$ cat src/design/hdc_seq_pkg.sv
package hdc_seq_pkg;

    // bundle sequencer states
    typedef enum logic [1:0] {
        idle,
        accumulating,
        flushing
    } seq_state_t;

    // sample cycles allowed in one bundle
    localparam int max_bundle_len = 255;
    // width of the sample count
    localparam int count_w        = 8;

endpackage

$ cat src/design/bundle_sequencer.sv
`timescale 1ns/1ps

module bundle_sequencer (
    input  logic                                clk,
    input  logic                                reset,
    input  logic                                sample_any,
    input  logic                                sample_last,
    output logic                                stream_v,
    output logic                                clear,
    output logic                                result_valid,
    output logic [hdc_seq_pkg::count_w-1:0]     result_count
);

    import hdc_seq_pkg::*;

    seq_state_t         state;
    seq_state_t         state_d;
    logic               last_n;
    logic               last_nn;
    logic [count_w-1:0] count_q;
    logic [count_w-1:0] count_cur;
    logic [count_w-1:0] count_n;
    logic [count_w-1:0] count_nn;
    logic               bundle_open;

    // bundle still collecting samples after this cycle
    always_comb begin
        if (sample_any) begin
            bundle_open = !sample_last;
        end else begin
            bundle_open = (state == accumulating);
        end
    end

    // flushing while a marker sits in the delay line
    always_comb begin
        if (bundle_open) begin
            state_d = accumulating;
        end else if ((sample_any && sample_last) || last_n) begin
            state_d = flushing;
        end else begin
            state_d = idle;
        end
    end

    // first sample of a bundle restarts the count
    assign count_cur = (state == accumulating) ? count_q + count_w'(1) : count_w'(1);

    always_ff @(posedge clk) begin
        if (reset) begin
            state        <= idle;
            last_n       <= 1'b0;
            last_nn      <= 1'b0;
            result_valid <= 1'b0;
            count_q      <= '0;
            result_count <= '0;
        end else begin
            state        <= state_d;
            // marker follows the core and counter stages
            last_n       <= sample_any && sample_last;
            last_nn      <= last_n;
            result_valid <= last_nn;
            // sample cycles of the open bundle
            if (sample_any) begin
                count_q <= count_cur;
            end
            // held until the next result
            if (last_nn) begin
                result_count <= count_nn;
            end
        end
    end

    // count rides along with the marker
    always_ff @(posedge clk) begin
        if (sample_any && sample_last) begin
            count_n <= count_cur;
        end
        count_nn <= count_n;
    end

    // capture and restart in one pulse
    assign stream_v = last_nn;
    assign clear    = last_nn;

    a_bundle_len : assert property (
        @(posedge clk) disable iff (reset)
            sample_any && state == accumulating |-> count_q < max_bundle_len
    ) else $error("bundle_sequencer: bundle longer than %0d samples", max_bundle_len);

    a_last_needs_sample : assert property (
        @(posedge clk) disable iff (reset) sample_last |-> sample_any
    ) else $error("bundle_sequencer: last marker without a sample");

endmodule

$ cat config.mk
export PLATFORM = sky130hd
export DESIGN_NAME = bundle_sequencer
export DESIGN_NICKNAME = d
export VERILOG_FILES = /design/src/design/hdc_seq_pkg.sv /design/src/design/bundle_sequencer.sv
export SDC_FILE = /design/constraint.sdc
export NUM_CORES = 1
export LEC_CHECK = 0
export BUFFER_PORTS_ARGS = -buffer_cell sky130_fd_sc_hd__buf_4
export CORE_MARGIN = 2
export CORE_UTILIZATION = 55
export CTS_CLUSTER_DIAMETER = 50
export DETAILED_ROUTE_END_ITERATION = 16
export PLACE_DENSITY = 0.72
export SLEW_MARGIN = 15
export SYNTH_ARGS = -nofsm -noshare
export SYNTH_HDL_FRONTEND = slang
export SYNTH_SLANG_ARGS = --single-unit
$ cat constraint.sdc
create_clock -name clk -period 1.95 [get_ports clk]
set_clock_uncertainty 0.15 [all_clocks]
set_input_delay 0.0975 -clock clk [delete_from_list [all_inputs] [get_ports clk]]
set_output_delay 0.0975 -clock clk [all_outputs]
set_load 0.005 [all_outputs]
After elaboration in Yosys (flattened, before gate mapping)
Cells that the tools add are included.

Bits in registers: 37. Bits in writable memories: 0. Bits in read-only memories: 0. Bits of input ports: 4. Memories: 0. Latch bits: 0.

Shift operators: 0. Div/mod/pow operators: 0. Multipliers: 0. Magnitude comparators: 0. Bitwise gates (word level): 0. Muxes and demuxes: 4. Eq/ne operators: 1. Reduce and logical (&&, ||, !) cells: 4. $add $sub $neg: 1.

Operators with widths (number): $add A8 B1 Y8 const B (1); $mux W8 (1); $eq A2 B1 Y1 const B (1); $mux W1 (2); $mux W2 (1); $reduce_or A2 Y1 (1); $logic_and A1 B1 Y1 (1); $logic_not A1 Y1 (1); $logic_or A1 B1 Y1 (1).

Longest topological paths before layout
Gate-level depths: netlist of run 1.

Word-level depth: 4. Mapped depth: 4. Mapped depth without buffers: 4.

Worst setup path after synthesis of run 1
Ideal clock, no wire load.

Path kind: flip-flop to flip-flop. From: register count_q[0]. To: register count_q[4]. Setup time: 0.074 ns. Period minus slack after synthesis: 1.507 ns. Arrival: 1.283 ns. Slack: 0.443 ns. Stages on the path, launching flop included: 5. Cells stage by stage: dfxtp_1 ha_1 nand3_1 or4_1 o21ai_0.

Longest elaborated chain between the ends: 2.

RTL lines: from (decl) (line bundle_sequencer.sv:20) `logic [count_w-1:0] count_q;`; from (signal assigned) (line bundle_sequencer.sv:65) `count_q <= count_cur;`; $add A8 B1 Y8 (line bundle_sequencer.sv:47) `assign count_cur = (state == accumulating) ? count_q + count_w'(1) : count_w'(1);`; $mux W8 (line bundle_sequencer.sv:47).

Every way passes these cells. A chain may end at the register's enable or synchronous reset.

Final worst setup path of run 1
From: register state[0]. To: register count_q[1].

Longest elaborated chain between the ends: 2.

RTL lines: from (decl) (line bundle_sequencer.sv:16) `seq_state_t state;`; from (signal assigned) (line bundle_sequencer.sv:51) `state <= idle;`; from (signal assigned) (line bundle_sequencer.sv:58) `state <= state_d;`; $eq A2 B1 Y1 (line bundle_sequencer.sv:47); $mux W8 (line bundle_sequencer.sv:47).

Every way passes these cells.

==> results_dict.tcl, run 1 <==
set metrics [dict create \
    outcome "finished clean" \
    routedWlPerCell_um 13.1 \
    switching_share_pct 21.8 \
    p_sw_uw 280 \
    clock_tree.buffer_depth 2 \
    r2r_start "state[0]" \
    route.detailed.drc 0 \
    insertion_delay_ns 0.34 \
    start_util_pct 56.9 \
    p_per_area_nw_per_um2 813 \
    post-cts-setup-buffers 0 \
    worst-slew-pin-transition_ns 0.525 \
    worstPathArrival_ns 1.89 \
    insertedDiodeCount 0 \
    r2r_slack_ns 0.19 \
    finalNetCount 150 \
    drt_iter0_drc 33 \
    reg2regPathDepth 4 \
    syn_inst 128 \
    place_inst 163 \
    max-slew-margin-rel_pct 64.9 \
    pwr-share-comb_pct 4.8 \
    htreeDepth 2 \
    startpoint_type "flip-flop" \
    p_total_uw 1280 \
    use_met3_pct 7.50 \
    grt_pass1_wl_um 3880 \
    numCtsBuffers 5 \
    cts_root_buffer "clkbuf_4" \
    fin_setup_tns_ns 0 \
    hold_start "count_n[0]" \
    max_cap_viol_count 0 \
    final-seq-area_um2 821 \
    grt_max_degree 24 \
    synth_area_leader_cell "dfxtp_1" \
    ir_drop_v 0.000602 \
    synth.avg_cell_area_um2 10.7 \
    reg2reg_to "count_q[1]" \
    finalSetupViolCount 0 \
    dieWidth_um 53.9 \
    clk_pin_slew_ns 0.10 \
    min_path_type "reg2reg" \
    path_class "reg2reg" \
    synthTopCellsByArea "dfxtp_1 (42%), edfxtp_1 (18%), mux2i_1 (5.8%), a21oi_1 (3.6%), nor2_1 (3.6%)" \
    p_leak_uw 0.000561 \
    mappedNetlistArea_um2 1370 \
    holdPathStages 0 \
    internal_power_uw 1000 \
    cp_max_fo 8 \
    antenna_found_initial 0 \
    wl_um 2310 \
    vias 975 \
    synth_top_area_share_pct 42.3 \
    die-area_um2 2910 \
    die_h_um 53.9 \
    multi_input_area_um2 498 \
    busiest_layer "met2" \
    ys_ff_latch 37 \
    synth_cell_types 34 \
    required_ns 2.09 \
    power_frac_clock_pct 32.1 \
    grt-ovfl-total 0 \
    via_per_inst 5.54 \
    cts_tree "built" \
    seq_area_frac_synth_pct 59.9 \
    end_kind "flip-flop" \
    ant_nets 0 \
    min_to "count_nn[0]" \
    track_usage_pct 19.7 \
    hold_viol_final 0 \
    core_um2 2410 \
    finalNonFillerCells 176 \
    yosys_warnings 0 \
    clkSinkCount 37 \
    syn_nets 133 \
    grt_pass1_vias 940 \
    dp_hpwl_um 1510 \
    first_pass_iters 4 \
    fillers 192 \
    port_buffers 14 \
    fin_crit_ns 1.76 \
    rsz0062_at_grt "no" \
    num_rows 18 \
    fmax_mhz 570 \
    drive_above_1_share_pct 17.1 \
    grtUsageMet2_pct 32.1 \
    gr-usage-met1_pct 20.9 \
    seqPwrFrac_pct 63.1 \
    pin_count 15 \
    fin_crit_sh_pct 90.0 \
    report.final.slew_viol_count 0 \
    gp_routability_congestion 0.811 \
    synthToLayoutAreaGrowth_pct 15.1 \
]
==> layer usage <==
| metal | share of wire (%) | wire length (µm) | up-vias |
|---|---|---|---|
| met1 | 43 | 1000 | 459 |
| met5 | 0 | 0 | - |
| li1 | - | - | 485 |
| met2 | 49 | 1120 | 25 |
| met4 | 2.4 | 56 | 0 |
| met3 | 5.7 | 131 | 6 |
==> state kept, by name, indices dropped and copies added (netlist names) <==
name / flops
count_q: 8
count_nn: 8
count_n: 8
last_n: 1
clear: 1
result_count: 8
result_valid: 1
state: 2
==> cells by family (layout without fill, tap and decap cells) <==
| family | Yosys count | in the layout | synth area share, % |
|---|---|---|---|
| muxes | 8 | 8 | 5.84 |
| xor gates and xnor gates | 3 | 3 | 1.92 |
| DFF | 37 | 37 | 59.9 |
| adders and majority gates | 1 | 1 | 0.912 |
| AOI/OAI and AO/OA | 22 | 22 | 9.03 |
| and+or+nand+nor | 46 | 46 | 18.4 |
| buffers and inverters | 11 | 29 | 4.01 |
==> repair_timing <==
item                                   CTS  global route
setup endpoints to repair                0             2
endpoints found under the hold margin   19             0
gates resized for setup                  0             1
hold buffers                             6             0
==> cell type report <==
type | count | share of cell area, %
clock buffers | 8 | 3.73
inverters | 2 | 0.476
multi-input cells | 80 | 31.6
flip-flops and latches | 37 | 52.0
well taps | 30 | 2.38
repair buffers | 19 | 9.83
==> layout by cell type (no fill, tap or decap), types with 2 or more instances in the layout <==
| cell type | n |
|---|---|
| nand2b_1 | 3 |
| or3_2 | 2 |
| o221ai_1 | 2 |
| clkbuf_4 | 5 |
| nand2_1 | 6 |
| a21oi_1 | 10 |
| nand3_1 | 6 |
| dfxtp_1 | 29 |
| xor2_1 | 2 |
| nor2b_1 | 2 |
| edfxtp_1 | 8 |
| or4_1 | 5 |
| clkbuf_1 | 2 |
| dlygate4sd3_1 | 5 |
| mux2i_1 | 8 |
| o21ai_0 | 7 |
| buf_4 | 14 |
| nor2_1 | 13 |
==> Yosys cell counts (all sizes together) <==
library cell and number:
xnor2 1, o221ai 2, or3 3, nand2 6
a31oi 1, a211oi 1, ha 1, nand3b 1
clkinv 1, xor2 2, edfxtp 8, nand4 1
or3b 1, nand4b 1, nor3b 1, mux2i 8
o21ai 7, inv 1, and2 1, nor2 13
o211ai 1, buf 5, nor2b 3, a21oi 10
nand2b 3, dfxtp 29, nand3 7, or4 5
clkbuf 4
==> worst max-delay path: stages (launching register included) <==
cell and delay, ns:
dfxtp_1 0.41, nor2b_2 0.35, nand3_1 0.12, a21oi_1 0.12, dlygate4sd3_1 0.55
==> how the worst max path moves through the flow <==
stage,cells past startpoint,slack (ns),startpoint,endpoint
after floorplan,4,0.44,count_q[0],count_q[4]
after global placement,4,0.39,count_q[0],count_q[4]
after detailed placement,4,0.33,count_q[0],count_q[4]
after CTS,4,0.04,state[0],count_q[1]
after global routing,4,0.08,state[0],count_q[1]
final,4,0.19,state[0],count_q[1]
==> power groups by stage <==
stage	sequential (µW)	combinational, µW	clock [µW]
after floorplan	823	38.6	0
after global placement	826	53.3	0
after detailed placement	827	54.0	0
after CTS	809	62.1	428
after global routing	811	68.8	458
final	809	61.3	412
==> through the flow <==
stage	hold slack [ns]	area, µm²	worst slack, ns	utilization, %
floorplan	0.111	1370	0.443	-
global placement	0.175	1470	0.395	60.9
detailed placement	0.177	1470	0.333	60.9
CTS	0.203	1590	0.0353	65.8
global route	0.209	1580	0.0791	65.5
finish	0.200	1580	0.195	65.5
Power figures use the tool's default switching activity.
==> run 2, diff against run 1 <==
ABC_AREA = 1   (was not set)
BUFFER_PORTS_ARGS = -buffer_cell sky130_fd_sc_hd__buf_2   (was -buffer_cell sky130_fd_sc_hd__buf_4)
PLACE_DENSITY = 0.73   (was 0.72)
==> run 2 against run 1 <==
  * Utilization up 1.7 points
  * Synthesized cell count up 9.4%
  * First-iteration DRC count down 52%
  * Critical path depth up 1
  * Total power up 1.0%
  * Clock power down 8.0%
  * Combinational power up 39%
  * Largest cell class unchanged
  * Highest routed layer unchanged
==> results_dict.tcl, run 2 <==
set metrics [dict create \
    max-slew-margin-rel_pct 76.1 \
    final_core_util_pct 67.1 \
    synth_fa_ha_area_share_pct 0.935 \
    port_buffers 14 \
    crit_path_frequent_cell "dlygate4sd3_1" \
    syn_inst 140 \
    start_util_pct 59.4 \
    fin_crit_sh_pct 82.7 \
    insertion_delay_ns 0.33 \
    end_kind "flip-flop" \
    drive_above_1_share_pct 24.1 \
    ant_nets 0 \
    worstPathArrival_ns 1.74 \
    grt-ovfl-total 0 \
    p_leak_uw 0.000703 \
    synth_edf_count 8 \
    dp_hpwl_um 1490 \
    hold_viol_final 0 \
    dieWidth_um 53.3 \
    num_rows 17 \
    p_per_area_nw_per_um2 856 \
    cp_max_fo 18 \
    drt_iter0_drc 16 \
    holdWs_ns 0.204 \
    gr-usage-met1_pct 20.0 \
    synthMuxAreaShare_pct 0 \
    first_pass_iters 4 \
    route.detailed.drc 0 \
    routedWlPerCell_um 11.1 \
    fin_setup_tns_ns 0 \
    r2r_start "count_q[0]" \
    synth_top_flop_cell "dfxtp_1" \
    finalSetupViolCount 0 \
    seq_area_frac_synth_pct 61.3 \
    htreeDepth 2 \
    hold_start "count_n[3]" \
    outcome "finished clean" \
    clkSinkCount 37 \
    synth_cell_types 21 \
    path_delay_family "buffers and inverters" \
    mappedNetlistArea_um2 1340 \
    clock_tree.buffer_depth 2 \
    wl_um 2100 \
    via_per_inst 4.88 \
    grt_pass1_vias 900 \
    synthSimpleGateAreaFrac_pct 18.6 \
    gp_routability_congestion 0.885 \
    min_path_type "reg2reg" \
    die-area_um2 2840 \
    pin_count 15 \
    insertedDiodeCount 0 \
    startpoint "sample_any" \
    fin_ws_ns 0.336 \
    grt_pass1_wl_um 3800 \
    core_um2 2250 \
    post-cts-setup-buffers 0 \
    synth_top_area_share_pct 43.4 \
    place_inst 178 \
    busiest_layer "met2" \
    cts_root_buffer "clkbuf_4" \
    finalNonFillerCells 190 \
    track_usage_pct 20.0 \
    ir_drop_v 0.000656 \
    synthTopCellsByArea "dfxtp_1 (43%), edfxtp_1 (18%), nor2_1 (6.2%), o21ai_1 (4.9%), nand2_1 (4.5%)" \
    async_flop_share_pct 0 \
    synth_top_family_by_area "simple AND/OR/NAND/NOR gates" \
    critPathBufInv 3 \
    ys_ff_latch 37 \
    synth_commonest_cells "dfxtp_1 (29), nor2_1 (22), nand2_1 (16)" \
    crit_slowest_cell "dlygate4sd3_1" \
    synth_area_leader_cell "dfxtp_1" \
    startpoint_type "primary input" \
    vias 927 \
    fin_crit_ns 1.61 \
    synthToLayoutAreaGrowth_pct 13.1 \
    clk_pin_slew_ns 0.10 \
    yosys_warnings 0 \
    r2r_slack_ns 0.58 \
    max_cap_viol_count 0 \
    synth_xor_area_share_pct 0 \
    use_met3_pct 8.47 \
    worst-slew-pin-transition_ns 0.358 \
    synth_compound_area_share_pct 12.5 \
    fmax_mhz 620 \
    layout_commonest_cell "dfxtp_1" \
    finalNetCount 166 \
    die_h_um 53.3 \
    grt_max_degree 19 \
    syn_nets 145 \
    crit_chain "dlygate4sd3_1 > buf_2 > nand2_1 > nor2_1 > dlygate4sd3_1" \
    path_class "in2reg" \
    report.final.slew_viol_count 0 \
    max_stage_delay_ns 0.54 \
    required_ns 2.08 \
    grtUsageMet2_pct 35.4 \
    synth.avg_cell_area_um2 9.56 \
    antenna_found_initial 0 \
    place_ws_ns 0.594 \
    numCtsBuffers 5 \
    cts_tree "built" \
    layout_common_cells "dfxtp_1 (29), nor2_1 (22), nand2_1 (16), inv_1 (14), buf_2 (14)" \
    fillers 178 \
    rsz0062_at_grt "no" \
    synth_most_common_cell "dfxtp_1" \
]
==> run 2: cell types whose count changed in the layout (fill, tap and decap cells not counted), moves of 5 or more <==
cell / before / now
nor2_1: 13 / 22
buf_4: 14 / 0
o21ai_1: 0 / 13
buf_2: 0 / 14
inv_1: 1 / 14
nand2_1: 6 / 16
a21oi_1: 10 / 3
or4_1: 5 / 0
mux2i_1: 8 / 0
==> run 2: path summary, 6_finish.rpt <==
check / to / cells after the start
worst max-delay path: last_n / 5
worst min-delay path: count_nn[3] / 0
worst max register to register: count_n[2] / 5
worst min register to register: count_nn[3] / 0
==> run 2: worst reg2reg max path, cell delays in order, from the launching register on <==
cell and delay (ns):
dfxtp_1 0.40, ha_1 0.21, nand2_2 0.09, nand2_2 0.09, o21bai_1 0.14, inv_1 0.06
==> run 2: where the power goes <==
part,internal (µW),switching [µW]
logic,34.0,51.3
registers,812,19.0
clock network,136,243
total,982,313
==> run 2: cells by family (layout without fill, tap and decap cells) <==
kind of cell / Yosys count / after routing
simple gates: 52 / 52
flops: 37 / 37
compound gates: 29 / 29
buf+inv: 21 / 43
fa+ha+maj: 1 / 1
==> run 2: cell type report <==
class	count	area, µm²	area share, %
sequential	37	821	54.2
multi-input combinational	82	429	28.3
timing repair buffer	18	110	7.27
clock inverter	3	17.5	1.16
inverter	17	63.8	4.21
clock buffer	5	37.5	2.48
tap	28	35.0	2.31
==> run 2: timing repair <==
| action | in CTS | in global routing |
|---|---|---|
| resized for setup | 0 | 0 |
| hold endpoints to repair | 7 | 0 |
| hold buffers | 4 | 0 |
==> run 2: through the flow <==
| step | area (µm²) | total power, µW |
|---|---|---|
| floorplan | 1340 | 906 |
| global placement | 1420 | 925 |
| detailed placement | 1420 | 929 |
| CTS | 1510 | 1310 |
| global route | 1510 | 1360 |
| finish | 1510 | 1300 |
==> run 2: metal layers <==
metal  wire length, µm  up-vias
met5                 0        -
met4                36        0
met3                94        4
met2              1030       17
met1               944      417
li1                  -      489
==> run 3, diff against run 2 <==
clock period = 1.6 ns   (was 1.95 ns; I/O delays follow)
==> run 3 against run 2 <==
  * Setup slack lost 0.25 ns
  * Utilization grew 0.22 points
  * Die area did not move
  * Register-to-register slack lost 0.49 ns
  * Sequential power up 22%
  * Final area grew 0.33%
==> results_dict.tcl, run 3 (same netlist as run 2, synthesis figures left out) <==
set metrics [dict create \
    worstPathArrival_ns 1.59 \
    core_um2 2250 \
    ir_drop_v 0.000780 \
    port_buffers 14 \
    clock_tree.buffer_depth 2 \
    p_leak_uw 0.000707 \
    fillers 177 \
    pwr-share-comb_pct 6.9 \
    clkSinkCount 37 \
    synthToLayoutAreaGrowth_pct 13.5 \
    gp_routability_congestion 0.875 \
    startpoint_type "flip-flop" \
    place_ws_ns 0.264 \
    worst-slew-pin-transition_ns 0.355 \
    finalNetCount 167 \
    drive_above_1_share_pct 24.5 \
    vias 948 \
    cp_max_fo 8 \
    seqPwrFrac_pct 64.5 \
    fin_crit_ns 1.51 \
    first_pass_iters 4 \
    dieWidth_um 53.3 \
    max_cap_viol_count 0 \
    fin_setup_tns_ns 0 \
    grt_max_degree 18 \
    hold_viol_final 0 \
    routedWlPerCell_um 11.3 \
    p_per_area_nw_per_um2 1030 \
    finalSetupViolCount 0 \
    htreeDepth 2 \
    cts_root_buffer "clkbuf_4" \
    grt-ovfl-total 0 \
    grt_pass1_vias 895 \
    layout_commonest_cell "dfxtp_1" \
    insertedDiodeCount 0 \
    num_rows 17 \
    layout_common_cells "dfxtp_1 (28), nor2_1 (22), nand2_1 (16), inv_1 (14), buf_2 (14)" \
    rsz0062_at_grt "no" \
    grt_pass1_wl_um 3710 \
    drt_iter0_drc 19 \
    p_sw_uw 370 \
    end_kind "flip-flop" \
    ant_nets 0 \
    die_h_um 53.3 \
    die-area_um2 2840 \
    track_usage_pct 19.3 \
    pin_count 15 \
    max-slew-margin-rel_pct 76.3 \
    cts_tree "built" \
    final-seq-area_um2 822 \
    fmax_mhz 662 \
    report.final.slew_viol_count 0 \
    dp_hpwl_um 1450 \
    numCtsBuffers 5 \
    internal_power_uw 1200 \
    switching_share_pct 23.5 \
    fin_ws_ns 0.0892 \
    clk_pin_slew_ns 0.10 \
    min_path_type "in2reg" \
    required_ns 1.68 \
    path_class "reg2reg" \
    outcome "finished clean" \
    multi_input_area_um2 429 \
    route.detailed.drc 0 \
    wl_um 2150 \
    power_frac_clock_pct 28.7 \
    start_util_pct 59.4 \
    via_per_inst 4.96 \
    insertion_delay_ns 0.33 \
    fin_crit_sh_pct 94.4 \
    antenna_found_initial 0 \
]
## run 3: what timing repair did
item                       in CTS  in global routing
hold endpoints to repair        5                  0
hold buffers                    4                  0
setup buffers                   0                  0
gates resized for setup         0                  1
setup endpoints to repair       0                  1
## run 3: metrics by stage
| step | instances | hold slack (ns) | total power (µW) | instance area (µm²) | utilization [%] |
|---|---|---|---|---|---|
| floorplan | 140 | 0.00238 | 1100 | 1340 | - |
| global placement | 179 | 0.175 | 1130 | 1430 | 63.3 |
| detailed placement | 179 | 0.177 | 1130 | 1430 | 63.3 |
| CTS | 191 | 0.00100 | 1580 | 1520 | 67.3 |
| global route | 191 | 0.00767 | 1660 | 1520 | 67.4 |
| finish | 191 | 0.0232 | 1570 | 1520 | 67.4 |
## run 3: final timing paths
kind	slack, ns	depth (start not counted)	end	from
hold / removal	0.02	3	count_q[2]	sample_any
setup reg to reg	0.09	5	state[0]	state[0]
setup / recovery	0.09	5	state[0]	state[0]
hold reg to reg	0.20	0	count_nn[5]	count_n[5]
## run 3: worst max-delay path, cell delays in order, from the launching register on
cell	delay [ns]
dfxtp_1	0.32
inv_2	0.10
nor2_8	0.06
o21ai_1	0.18
nor2_1	0.05
dlygate4sd3_1	0.55
## run 3: routing by layer
layer / part of all wire, % / wire, µm / global-route usage, % / up-vias
li1: - / - / - / 494
met1: 43 / 922 / 20.7 / 424
met2: 51 / 1090 / 32.3 / 28
met3: 6.0 / 128 / 7.63 / 2
met4: 0.37 / 8 / 10.3 / 0
met5: 0 / 0 / 0 / -
## run 3: cell type report
type	instances	share of cell area, %
timing repair buffer	19	7.74
tap	28	2.31
sequential	37	54.1
clock buffer	6	2.72
inverter	17	4.20
clock inverter	2	0.659
multi-input combinational	82	28.3
## run 3: power groups by stage
stage | clock, µW | sequential, µW | combinational (µW)
2_1_floorplan | 0 | 1030 | 73.0
3_3_place_gp | 0 | 1030 | 97.0
3_5_place_dp | 0 | 1030 | 99.6
4_1_cts | 464 | 1010 | 108
5_1_grt | 517 | 1020 | 124
6_report | 450 | 1010 | 108
